**src/source/cpu_params.svh**
```systemverilog
`ifndef CPU_PARAMS_SVH
`define CPU_PARAMS_SVH

// datapath and register file sizes
`define CPU_XLEN 32
`define CPU_NREGS 32
`define CPU_REG_BITS 5
`define CPU_SHAMT_BITS 5

// primary opcodes, instr[31:26]
`define OP_RTYPE 6'h00
`define OP_ADDIU 6'h09
`define OP_SLTI 6'h0a
`define OP_ANDI 6'h0c
`define OP_ORI 6'h0d
`define OP_XORI 6'h0e
`define OP_LUI 6'h0f

// r-type funct codes, instr[5:0]
`define FN_SLL 6'h00
`define FN_SRL 6'h02
`define FN_ADDU 6'h21
`define FN_SUBU 6'h23
`define FN_AND 6'h24
`define FN_OR 6'h25
`define FN_XOR 6'h26
`define FN_NOR 6'h27
`define FN_SLT 6'h2a
`define FN_SLTU 6'h2b

`endif

```
**src/source/cpuPkg.sv**
```systemverilog
`default_nettype none

`include "cpu_params.svh"

package cpuPkg;

	// operation selected by the decoder, consumed by the execute stage
	// ALU_NONE marks an encoding that was not recognized
	typedef enum logic [4:0] {
		ALU_NONE,
		// r-type register/register ops
		ALU_ADDU,
		ALU_SUBU,
		ALU_AND,
		ALU_OR,
		ALU_XOR,
		ALU_NOR,
		ALU_SLT,
		ALU_SLTU,
		// shifts act on rt by the shamt field
		ALU_SLL,
		ALU_SRL,
		// i-type, opB already holds the extended immediate
		ALU_ADDIU,
		ALU_ANDI,
		ALU_ORI,
		ALU_XORI,
		ALU_SLTI,
		// load upper immediate, opB is the zero-extended imm
		ALU_LUI
	} aluOp_t;

	// one decoded operation on its way to execute
	typedef struct packed {
		// what to compute
		aluOp_t op;
		// destination register, rd for r-type and rt for i-type
		logic [`CPU_REG_BITS-1:0] dest;
		// rs value
		logic [`CPU_XLEN-1:0] opA;
		// rt value or extended immediate
		logic [`CPU_XLEN-1:0] opB;
		// shift distance for sll/srl
		logic [`CPU_SHAMT_BITS-1:0] shamt;
	} issue_t;

endpackage

`default_nettype wire

```
**src/source/regReadIf.sv**
```systemverilog
`timescale 1ns/10ps
`default_nettype none

`include "cpu_params.svh"

// two asynchronous read ports between decoder and register file
interface regReadIf;

	// register indices, driven by the decoder
	logic [`CPU_REG_BITS-1:0] readReg1;
	logic [`CPU_REG_BITS-1:0] readReg2;

	// read values, combinational from the indices
	logic [`CPU_XLEN-1:0] readData1;
	logic [`CPU_XLEN-1:0] readData2;

	modport decoder (
		output readReg1,
		output readReg2,
		input readData1,
		input readData2
	);

	modport regfile (
		input readReg1,
		input readReg2,
		output readData1,
		output readData2
	);

endinterface

`default_nettype wire

```
**src/source/issueIf.sv**
```systemverilog
`timescale 1ns/10ps
`default_nettype none

// decoded operation from the decoder to the execute stage
// no handshake, execute takes every valid cycle
interface issueIf;

	import cpuPkg::*;

	// high for one cycle per legal instruction
	logic valid;

	// operands are already resolved, including bypass
	issue_t payload;

	modport producer (
		output valid,
		output payload
	);

	// execute only samples
	modport consumer (
		input valid,
		input payload
	);

endinterface

`default_nettype wire

```
**src/source/instrDecoder.sv**
```systemverilog
`timescale 1ns/10ps
`default_nettype none

`include "cpu_params.svh"

module instrDecoder (
	input logic clk,
	input logic reset,
	input logic instrValid,
	input logic [31:0] instr,
	output logic illegalInstr,
	regReadIf.decoder regRd,
	issueIf.producer issue
);

	import cpuPkg::*;

	// instruction register
	logic instrValidQ;
	logic [31:0] instrQ;

	// instruction fields
	logic [5:0] opcode;
	logic [5:0] funct;
	logic [`CPU_REG_BITS-1:0] rs;
	logic [`CPU_REG_BITS-1:0] rt;
	logic [`CPU_REG_BITS-1:0] rd;
	logic [`CPU_SHAMT_BITS-1:0] shamt;
	logic [15:0] imm;

	// decode results
	aluOp_t op;
	logic immSigned;
	logic isRtype;
	logic [`CPU_XLEN-1:0] immExt;

	// capture stage, valid is the only control bit
	always_ff @(posedge clk) begin
		if (reset) begin
			instrValidQ <= 1'b0;
		end else begin
			instrValidQ <= instrValid;
		end
	end

	// payload only moves when a new word arrives
	always_ff @(posedge clk) begin
		if (instrValid) begin
			instrQ <= instr;
		end
	end

	assign opcode = instrQ[31:26];
	assign rs = instrQ[25:21];
	assign rt = instrQ[20:16];
	assign rd = instrQ[15:11];
	assign shamt = instrQ[10:6];
	assign funct = instrQ[5:0];
	assign imm = instrQ[15:0];
	assign isRtype = (opcode == `OP_RTYPE);

	// opcode/funct to operation
	// only addiu and slti sign-extend their immediate
	always_comb begin
		op = ALU_NONE;
		immSigned = 1'b0;
		case (opcode)
			`OP_RTYPE: begin
				case (funct)
					`FN_ADDU: op = ALU_ADDU;
					`FN_SUBU: op = ALU_SUBU;
					`FN_AND: op = ALU_AND;
					`FN_OR: op = ALU_OR;
					`FN_XOR: op = ALU_XOR;
					`FN_NOR: op = ALU_NOR;
					`FN_SLT: op = ALU_SLT;
					`FN_SLTU: op = ALU_SLTU;
					`FN_SLL: op = ALU_SLL;
					`FN_SRL: op = ALU_SRL;
					default: op = ALU_NONE;
				endcase
			end
			`OP_ADDIU: begin
				op = ALU_ADDIU;
				immSigned = 1'b1;
			end
			`OP_SLTI: begin
				op = ALU_SLTI;
				immSigned = 1'b1;
			end
			`OP_ANDI: op = ALU_ANDI;
			`OP_ORI: op = ALU_ORI;
			`OP_XORI: op = ALU_XORI;
			`OP_LUI: op = ALU_LUI;
			default: op = ALU_NONE;
		endcase
	end

	assign immExt = immSigned ? {{(`CPU_XLEN-16){imm[15]}}, imm} : {{(`CPU_XLEN-16){1'b0}}, imm};

	// both ports always read rs and rt
	assign regRd.readReg1 = rs;
	assign regRd.readReg2 = rt;

	// unknown encoding, one cycle pulse and nothing issued
	assign illegalInstr = instrValidQ && (op == ALU_NONE);
	assign issue.valid = instrValidQ && (op != ALU_NONE);

	always_comb begin
		issue.payload.op = op;
		issue.payload.dest = isRtype ? rd : rt;
		issue.payload.opA = regRd.readData1;
		// i-type replaces rt with the immediate
		issue.payload.opB = isRtype ? regRd.readData2 : immExt;
		issue.payload.shamt = shamt;
	end

endmodule

`default_nettype wire

```
**src/source/regFile.sv**
```systemverilog
`timescale 1ns/10ps
`default_nettype none

`include "cpu_params.svh"

module regFile (
	input logic clk,
	input logic reset,
	regReadIf.regfile rd,
	input logic regWrite,
	input logic [`CPU_REG_BITS-1:0] writeReg,
	input logic [`CPU_XLEN-1:0] writeData
);

	// general purpose registers
	logic [`CPU_XLEN-1:0] regs [`CPU_NREGS];

	// a write that will actually land
	logic writeActive;

	// register 0 is never stored
	assign writeActive = regWrite && (writeReg != '0);

	// write lands at the end of the writeback cycle
	always_ff @(posedge clk) begin
		if (reset) begin
			for (int i = 0; i < `CPU_NREGS; i++) begin
				regs[i] <= '0;
			end
		end else if (writeActive) begin
			regs[writeReg] <= writeData;
		end
	end

	// port 1
	// zero register first, then write-through from the pending write
	always_comb begin
		if (rd.readReg1 == '0) begin
			rd.readData1 = '0;
		end else if (writeActive && (writeReg == rd.readReg1)) begin
			rd.readData1 = writeData;
		end else begin
			rd.readData1 = regs[rd.readReg1];
		end
	end

	// port 2, same priority as port 1
	always_comb begin
		if (rd.readReg2 == '0) begin
			rd.readData2 = '0;
		end else if (writeActive && (writeReg == rd.readReg2)) begin
			rd.readData2 = writeData;
		end else begin
			rd.readData2 = regs[rd.readReg2];
		end
	end

endmodule

`default_nettype wire

```
**src/source/aluExecute.sv**
```systemverilog
`timescale 1ns/10ps
`default_nettype none

`include "cpu_params.svh"

module aluExecute (
	input logic clk,
	input logic reset,
	issueIf.consumer issue,
	output logic regWrite,
	output logic [`CPU_REG_BITS-1:0] writeReg,
	output logic [`CPU_XLEN-1:0] writeData,
	output logic wbValid,
	output logic [`CPU_REG_BITS-1:0] wbReg,
	output logic [`CPU_XLEN-1:0] wbData
);

	import cpuPkg::*;

	// input register of the stage
	logic validQ;
	issue_t issueQ;

	logic [`CPU_XLEN-1:0] result;

	always_ff @(posedge clk) begin
		if (reset) begin
			validQ <= 1'b0;
		end else begin
			validQ <= issue.valid;
		end
	end

	// operands held only when something is issued
	always_ff @(posedge clk) begin
		if (issue.valid) begin
			issueQ <= issue.payload;
		end
	end

	// result is combinational from the input register
	always_comb begin
		case (issueQ.op)
			ALU_ADDU,
			ALU_ADDIU: result = issueQ.opA + issueQ.opB;
			ALU_SUBU: result = issueQ.opA - issueQ.opB;
			ALU_AND,
			ALU_ANDI: result = issueQ.opA & issueQ.opB;
			ALU_OR,
			ALU_ORI: result = issueQ.opA | issueQ.opB;
			ALU_XOR,
			ALU_XORI: result = issueQ.opA ^ issueQ.opB;
			ALU_NOR: result = ~(issueQ.opA | issueQ.opB);
			// signed compare, immediate already sign-extended for slti
			ALU_SLT,
			ALU_SLTI: begin
				result = '0;
				result[0] = $signed(issueQ.opA) < $signed(issueQ.opB);
			end
			ALU_SLTU: begin
				result = '0;
				result[0] = issueQ.opA < issueQ.opB;
			end
			// shifts take rt, which sits in opB
			ALU_SLL: result = issueQ.opB << issueQ.shamt;
			ALU_SRL: result = issueQ.opB >> issueQ.shamt;
			// zero-extended imm moved to the upper half
			ALU_LUI: result = issueQ.opB << 16;
			default: result = '0;
		endcase
	end

	// write enable stays high for dest 0, regFile drops it
	assign regWrite = validQ;
	assign writeReg = issueQ.dest;
	assign writeData = result;

	// writeback port mirrors the register write
	assign wbValid = regWrite;
	assign wbReg = writeReg;
	assign wbData = writeData;

endmodule

`default_nettype wire

```
**src/source/execCore.sv**
```systemverilog
`timescale 1ns/10ps
`default_nettype none

`include "cpu_params.svh"

module execCore (
	input logic clk,
	input logic reset,
	input logic instrValid,
	input logic [31:0] instr,
	output logic illegalInstr,
	output logic wbValid,
	output logic [`CPU_REG_BITS-1:0] wbReg,
	output logic [`CPU_XLEN-1:0] wbData
);

	// register write port, execute to register file
	logic regWrite;
	logic [`CPU_REG_BITS-1:0] writeReg;
	logic [`CPU_XLEN-1:0] writeData;

	regReadIf regReadBus ();
	issueIf issueBus ();

	// capture, decode and operand read
	instrDecoder u_instrDecoder (
		.clk(clk),
		.reset(reset),
		.instrValid(instrValid),
		.instr(instr),
		.illegalInstr(illegalInstr),
		.regRd(regReadBus.decoder),
		.issue(issueBus.producer)
	);

	// storage with write-through to the decoder's reads
	regFile u_regFile (
		.clk(clk),
		.reset(reset),
		.rd(regReadBus.regfile),
		.regWrite(regWrite),
		.writeReg(writeReg),
		.writeData(writeData)
	);

	// compute and write back
	aluExecute u_aluExecute (
		.clk(clk),
		.reset(reset),
		.issue(issueBus.consumer),
		.regWrite(regWrite),
		.writeReg(writeReg),
		.writeData(writeData),
		.wbValid(wbValid),
		.wbReg(wbReg),
		.wbData(wbData)
	);

endmodule

`default_nettype wire

```
**config.mk**
```make
export PLATFORM = sky130hd
export DESIGN_NAME = execCore
export DESIGN_NICKNAME = d
export VERILOG_FILES = /design/src/source/cpuPkg.sv /design/src/source/regReadIf.sv /design/src/source/issueIf.sv /design/src/source/instrDecoder.sv /design/src/source/regFile.sv /design/src/source/aluExecute.sv /design/src/source/execCore.sv
export VERILOG_INCLUDE_DIRS = /design/src /design/src/source
export SDC_FILE = /design/constraint.sdc
export NUM_CORES = 2
export LEC_CHECK = 0
export BUFFER_PORTS_ARGS = -buffer_cell sky130_fd_sc_hd__buf_2
export CAP_MARGIN = 10
export CORE_MARGIN = 3
export CORE_UTILIZATION = 37
export DETAILED_ROUTE_END_ITERATION = 8
export SLEW_MARGIN = 20
export SYNTH_ARGS = -nofsm -noshare
export SYNTH_HDL_FRONTEND = slang
export SYNTH_SLANG_ARGS = --single-unit
```
**constraint.sdc**
```tcl
create_clock -name clk -period 5.8 [get_ports clk]
set_clock_uncertainty 0.1 [all_clocks]
set_input_delay 0.58 -clock clk [delete_from_list [all_inputs] [get_ports clk]]
set_output_delay 0.58 -clock clk [all_outputs]
set_load 0.01 [all_outputs]
```
# After elaboration in Yosys (flattened, before gate mapping)
# Memory sizes are Yosys's and may differ from the RTL's. A register that Yosys moved wholly into a read port is not among the register bits.
# Cells that the tools add are included.
# Widths: inputs -> output; s select.
# word_totals
ramBits	1024
reg_bits	113
in_bits	35
memories	1
out_inout_bits	39
# classes
eq_ne	33
n_shift	2
n_reduce_logical	19
magnitude_cmp	2
n_mux	20
n_bitwise	4
add_sub_neg	2
# memory_table
name	depth	width	rd	rd_clocked_by_memory_dff	write_ports	line_no	rtl
u_regFile.regs	32	32	2	2	32	regFile.sv:16	logic [`CPU_XLEN-1:0] regs [`CPU_NREGS];
# ops
operator	count
$pmux 32 s11	1
$mux 32	6
$lt 32x32->1	2
$eq 6x6->1 const B	8
$eq 5x4->1 const B	8
$pmux 4 s10	1
$eq 6x4->1 const B	6
$pmux 5 s7	1
$add 32x32->32	1
$and 32x32->32	1
$not 32->32	1
$or 32x32->32	1
$reduce_or 32->1	1
$shl 32x5->32	1
$shr 32x5->32	1
$sub 32x32->32	1
$xor 32x32->32	1
$eq 5x3->1 const B	4
$mux 5	4
$logic_not 5->1	3
$logic_not 6->1	2
$reduce_or 2->1	6
$eq 5x2->1 const B	2
$eq 5x5->1	2
other kinds (6)	17

# Depth between registers and ports, before layout
# depth
word_depth	7
ltp_mapped	15
ltp_nobuf	13

# Modules after synthesis
# From an unflattened synthesis, not the netlist that was laid out.
# hier_totals
cells_unflattened	5560
area_unflattened_um2	69062.5
# modules_own_cells
module	area_per_inst_um2	cells_per_inst	n_inst
regFile	55723.4	3918	1
aluExecute	11238.3	1418	1
instrDecoder	2100.8	224	1

# Worst setup path after synthesis
# OpenSTA, ideal clock, no wires.
# synth_timing
kind	register to register
startpoint	register u_instrDecoder.instrQ[26]
endpoint	register u_aluExecute.issueQ[0] (netlist bit) (enable)
stages_incl_launch_ff	9
t_required_ns	5.172
t_arrival_ns	5.432
slack_ns	-0.260
n_path_buf	1
path_cell_list	edfxtp_1 or3_1 or4_1 clkbuf_1 nor2_1 a32o_1 nor2_1 nor4b_1 nor2b_1
# synth_rtl
item	line_no	rtl
start, declared	instrDecoder.sv:20	logic [31:0] instrQ;
start signal, assigned	instrDecoder.sv:49	instrQ <= instr;
end signal, assigned	aluExecute.sv:37	issueQ <= issue.payload;
end, declared	aluExecute.sv:22	issue_t issueQ;

# Worst setup path after layout
# layout_timing
startpoint	register u_aluExecute.issueQ[37] (netlist bit)
endpoint	output port wbData[30]
# layout_via
elab_chain_cells	2
word_cells_on_any_way	3
classes_between	add/sub (2); mux (1)
# layout_lines
item	line_no	rtl
$sub 32x32->32 or $add 32x32->32 (tied branches)	aluExecute.sv:46, aluExecute.sv:45	
$pmux 32 s11 *	aluExecute.sv:43	case (issueQ.op)
end, declared	execCore.sv:14	output logic [`CPU_XLEN-1:0] wbData
# Mark *: on every way between the ends. The rest lies on a longest branch, timed or not.

==> flow_summary.ini <==
[synth]
synth-simple-area-share_pct = 10.3
ys.flop_type = edfxtp_1
yosysSeqAreaShare_pct = 51.9
postSynthCellCount = 4867
synth_xor_area_share_pct = 0.212
yosys_warnings = 0
synth-seq-cells = 1147
synthAdderAreaFrac_pct = 1.92
synth_edf_count = 1135
synth-async-reset-ratio_pct = 0
synth_compound_area_share_pct = 6.58
synth.area.mux_share_pct = 25.0
synth_top_family_by_area = multiplexers
avgSynthCellArea_um2 = 13.6
post_synth_num_cell_types = 104
synth_area_um2 = 66100

[sta]
finalMaxSlewViolations = 0
period_share_pct = 98.5
tightest_slew_ns = 1.13
fmax_mhz = 175
hold_violations = 0
rsz0062_at_grt = false
relSlewSlack_pct = 23.7
fin_crit_ns = 5.72
tns_ns = 0
finalSetupViolCount = 0

[worst_setup_path]
worst_path_most_repeated_cell = inv_1
crit_path_max_fanout = 5
crit_path_top_delay_cell = o31ai_2
crit_family = simple AND/OR/NAND/NOR gates
setup.worst_path.class = reg -> out
path_buf_inv = 3
arrival_ns = 5.04
cp_data_required_time_ns = 5.12
start_kind = flop
setup.worst_path.end_class = output port
slowest_delay_ns = 0.52
worstPathCellList = inv_1, ha_1, fa_1, o21ba_1, or4_1, nand4_1, nand2_1, o31ai_2, nor4_1, nor3_1, o21ai_0, a22oi_2, inv_1, buf_2

[final_layout]
layout.nets = 5005
stdcell_count = 7315
drive_gt1_share_pct = 27.7
synthToLayoutAreaGrowth_pct = 12.1
final_util_pct = 41.9

[grt]
antenna_found_initial = 3
grt_pass1_vias = 45758
grt_first_pass_wirelength_um = 343000
track_usage_pct = 26.0
grt_max_degree = 78
gr-total-overflow = 0

[detailed_routing]
routed_wl_um = 244000
drt-pass1-iter-count = 5
drcViolationCount = 0
drtIter0Drc = 6097
antenna_left = 0
wl_per_cell_um = 33.4
via_per_inst = 6.33
vias = 46269

[power]
power_leakage_nw = 25.8
p_per_area_nw_per_um2 = 282
peakVddDrop_mv = 0.262
power_mw = 20.9

[placed_design]
gp_congestion = 0.998
io_buffers = 73
placed_cells = 7056
dp.final_hpwl_um = 159000

[hold_path]
hp-class = in -> reg

[die]
die_w_um = 429
dieArea_um2 = 184000
start_util_pct = 37.4
core-area_um2 = 177000
row_count = 154
die_h_um = 429
ios = 74

[clock_tree]
clk_pin_slew_worst_paths_ns = 0.07
clockRootBuffer = clkbuf_16
cts_buffers = 116
cts_sinks = 1147
cts-htree-levels = 3
cts_tree = done
clock_path_buffers = 3
worstSkewPairLatency_ns = 0.74

[flow_run]
drv_cap = 0

[run_status]
status = finished clean
==> cell type report <==
type,instances,area [um2]
Sequential cell,1147,34400
Timing Repair Buffer,345,2890
Clock buffer,156,3090
Multi-Input combinational cell,3122,29600
Antenna cell,3,7.51
Clock inverter,64,716
Fill cell,16099,103000
Inverter,138,518
Tap cell,2340,2930
==> synth_stat cells (all sizes together) (8+ instances only) <==
library cell	instances	area, um2
nor2	1161	4590
edfxtp	1135	34100
mux4	674	15200
clkbuf	298	1120
buf	193	1060
nand2	176	661
inv	137	514
a21oi	117	593
ha	98	1230
mux2i	96	961
a211oi	92	758
o21ai	89	445
nor2b	55	344
a221oi	39	384
nand2b	39	244
nand3	33	170
mux2	32	360
nor3	28	150
o211ai	25	193
a221o	24	240
a21o	19	143
a31oi	19	119
and3	19	119
a32o	17	170
a22oi	16	125
nor4	16	115
o22ai	16	106
o221ai	14	123
dfxtp	12	240
nand4	12	75.1
o31ai	12	100
xnor2	10	87.6
a211o	9	78.8
and2	8	50.1
o21a	8	60.1
==> sequential cells by signal, summed over array words and instances (netlist names), named ones only <==
| register | flops |
|---|---|
| u_instrDecoder.instrValidQ | 1 |
| u_instrDecoder.instrQ | 32 |
| u_aluExecute.regWrite | 1 |
| u_regFile.regs | 1024 |
| u_aluExecute.issueQ | 74 |
| u_aluExecute.wbReg | 5 |
==> per-stage QoR <==
step | hold WS (ns) | setup WS [ns] | area [um2]
4_1_cts | 0.124 | 0.0295 | 74100
6_report | 0.174 | 0.0849 | 74100
3_3_place_gp | 0.398 | 0.775 | 69900
5_1_grt | 0.174 | 0.00744 | 74100
2_1_floorplan | 0.327 | 1.29 | 66200
3_5_place_dp | 0.401 | 0.792 | 69900
==> cells in the final DEF (no fill, tap or decap), drive strengths merged, types with 15 or more instances in the layout <==
cell type,Yosys,routed
nor4,16,16
a221oi,39,39
edfxtp,1135,1135
and3,19,19
dlygate4sd3,0,32
ha,98,98
a21oi,117,117
o211ai,25,25
a221o,24,24
bufinv,0,15
nor3,28,28
nor2,1161,1161
a22oi,16,16
o22ai,16,16
mux4,674,674
buf,193,313
o21ai,89,89
nand2,176,176
a21o,19,19
inv,137,140
clkbuf,298,156
a32o,17,17
nor2b,55,55
mux2,32,32
nand3,33,33
a211oi,92,92
clkinv,1,43
nand2b,39,39
a31oi,19,19
mux2i,96,96
conb,1,32
==> cell families (layout without fill, tap and decap cells) <==
| group | Yosys count | after routing |
|---|---|---|
| other | 1 | 35 |
| and+or+nand+nor | 1587 | 1587 |
| DFF | 1147 | 1147 |
| muxes | 802 | 802 |
| AOI/OAI and AO/OA | 585 | 585 |
| adders and majority gates | 100 | 100 |
| xor gates and xnor gates | 16 | 16 |
| buffers and inverters | 629 | 703 |
==> power by group <==
part / internal (mW) / switching, mW / leakage (nW)
combinational: 1.47 / 1.98 / 12.2
clock: 4.40 / 3.31 / 1.84
sequential: 9.42 / 0.329 / 11.7
==> worst register-to-register path, cell delays in order (launching register included) <==
cell       delay, ns
edfxtp_1        0.61
inv_1           0.19
ha_1            0.67
inv_1           0.16
a21oi_1         0.23
a311oi_2        0.16
a311oi_4        0.55
a2111oi_4       0.20
a2111oi_4       0.50
o22ai_1         0.14
o21ai_1         0.26
and4_4          0.40
buf_12          0.33
a211oi_2        0.21
==> what timing repair did <==
action	CTS	global route
hold buffers	32	0
endpoints found under the setup margin	2	3
endpoints found under the hold margin	41	0
resized for setup	0	2
buffers inserted	1	3
gates cloned	0	0
pin swaps	1	2
==> path summary, 6_finish.rpt <==
check / startpoint / cells past startpoint / slack, ns / to
max reg2reg: u_aluExecute.issueQ[17] / 13 / 0.79 / u_aluExecute.issueQ[64]
min: reset / 2 / 0.17 / u_aluExecute.regWrite
max: u_aluExecute.issueQ[37] / 14 / 0.08 / wbData[30]
min reg2reg: u_instrDecoder.instrQ[9] / 0 / 0.41 / u_aluExecute.issueQ[3]
==> routing by layer <==
layer  wire length [um]  track usage, %  up-vias  share of wire [%]
met5                 27               0        -              0.011
met4              15900            14.9        4                6.5
met3              23400            4.88      667                9.6
met2             118000            42.8     2904                 48
met1              87100            32.2    23962                 36
li1                   -               -    18732                  -
(Power assumes the default switching activity.)
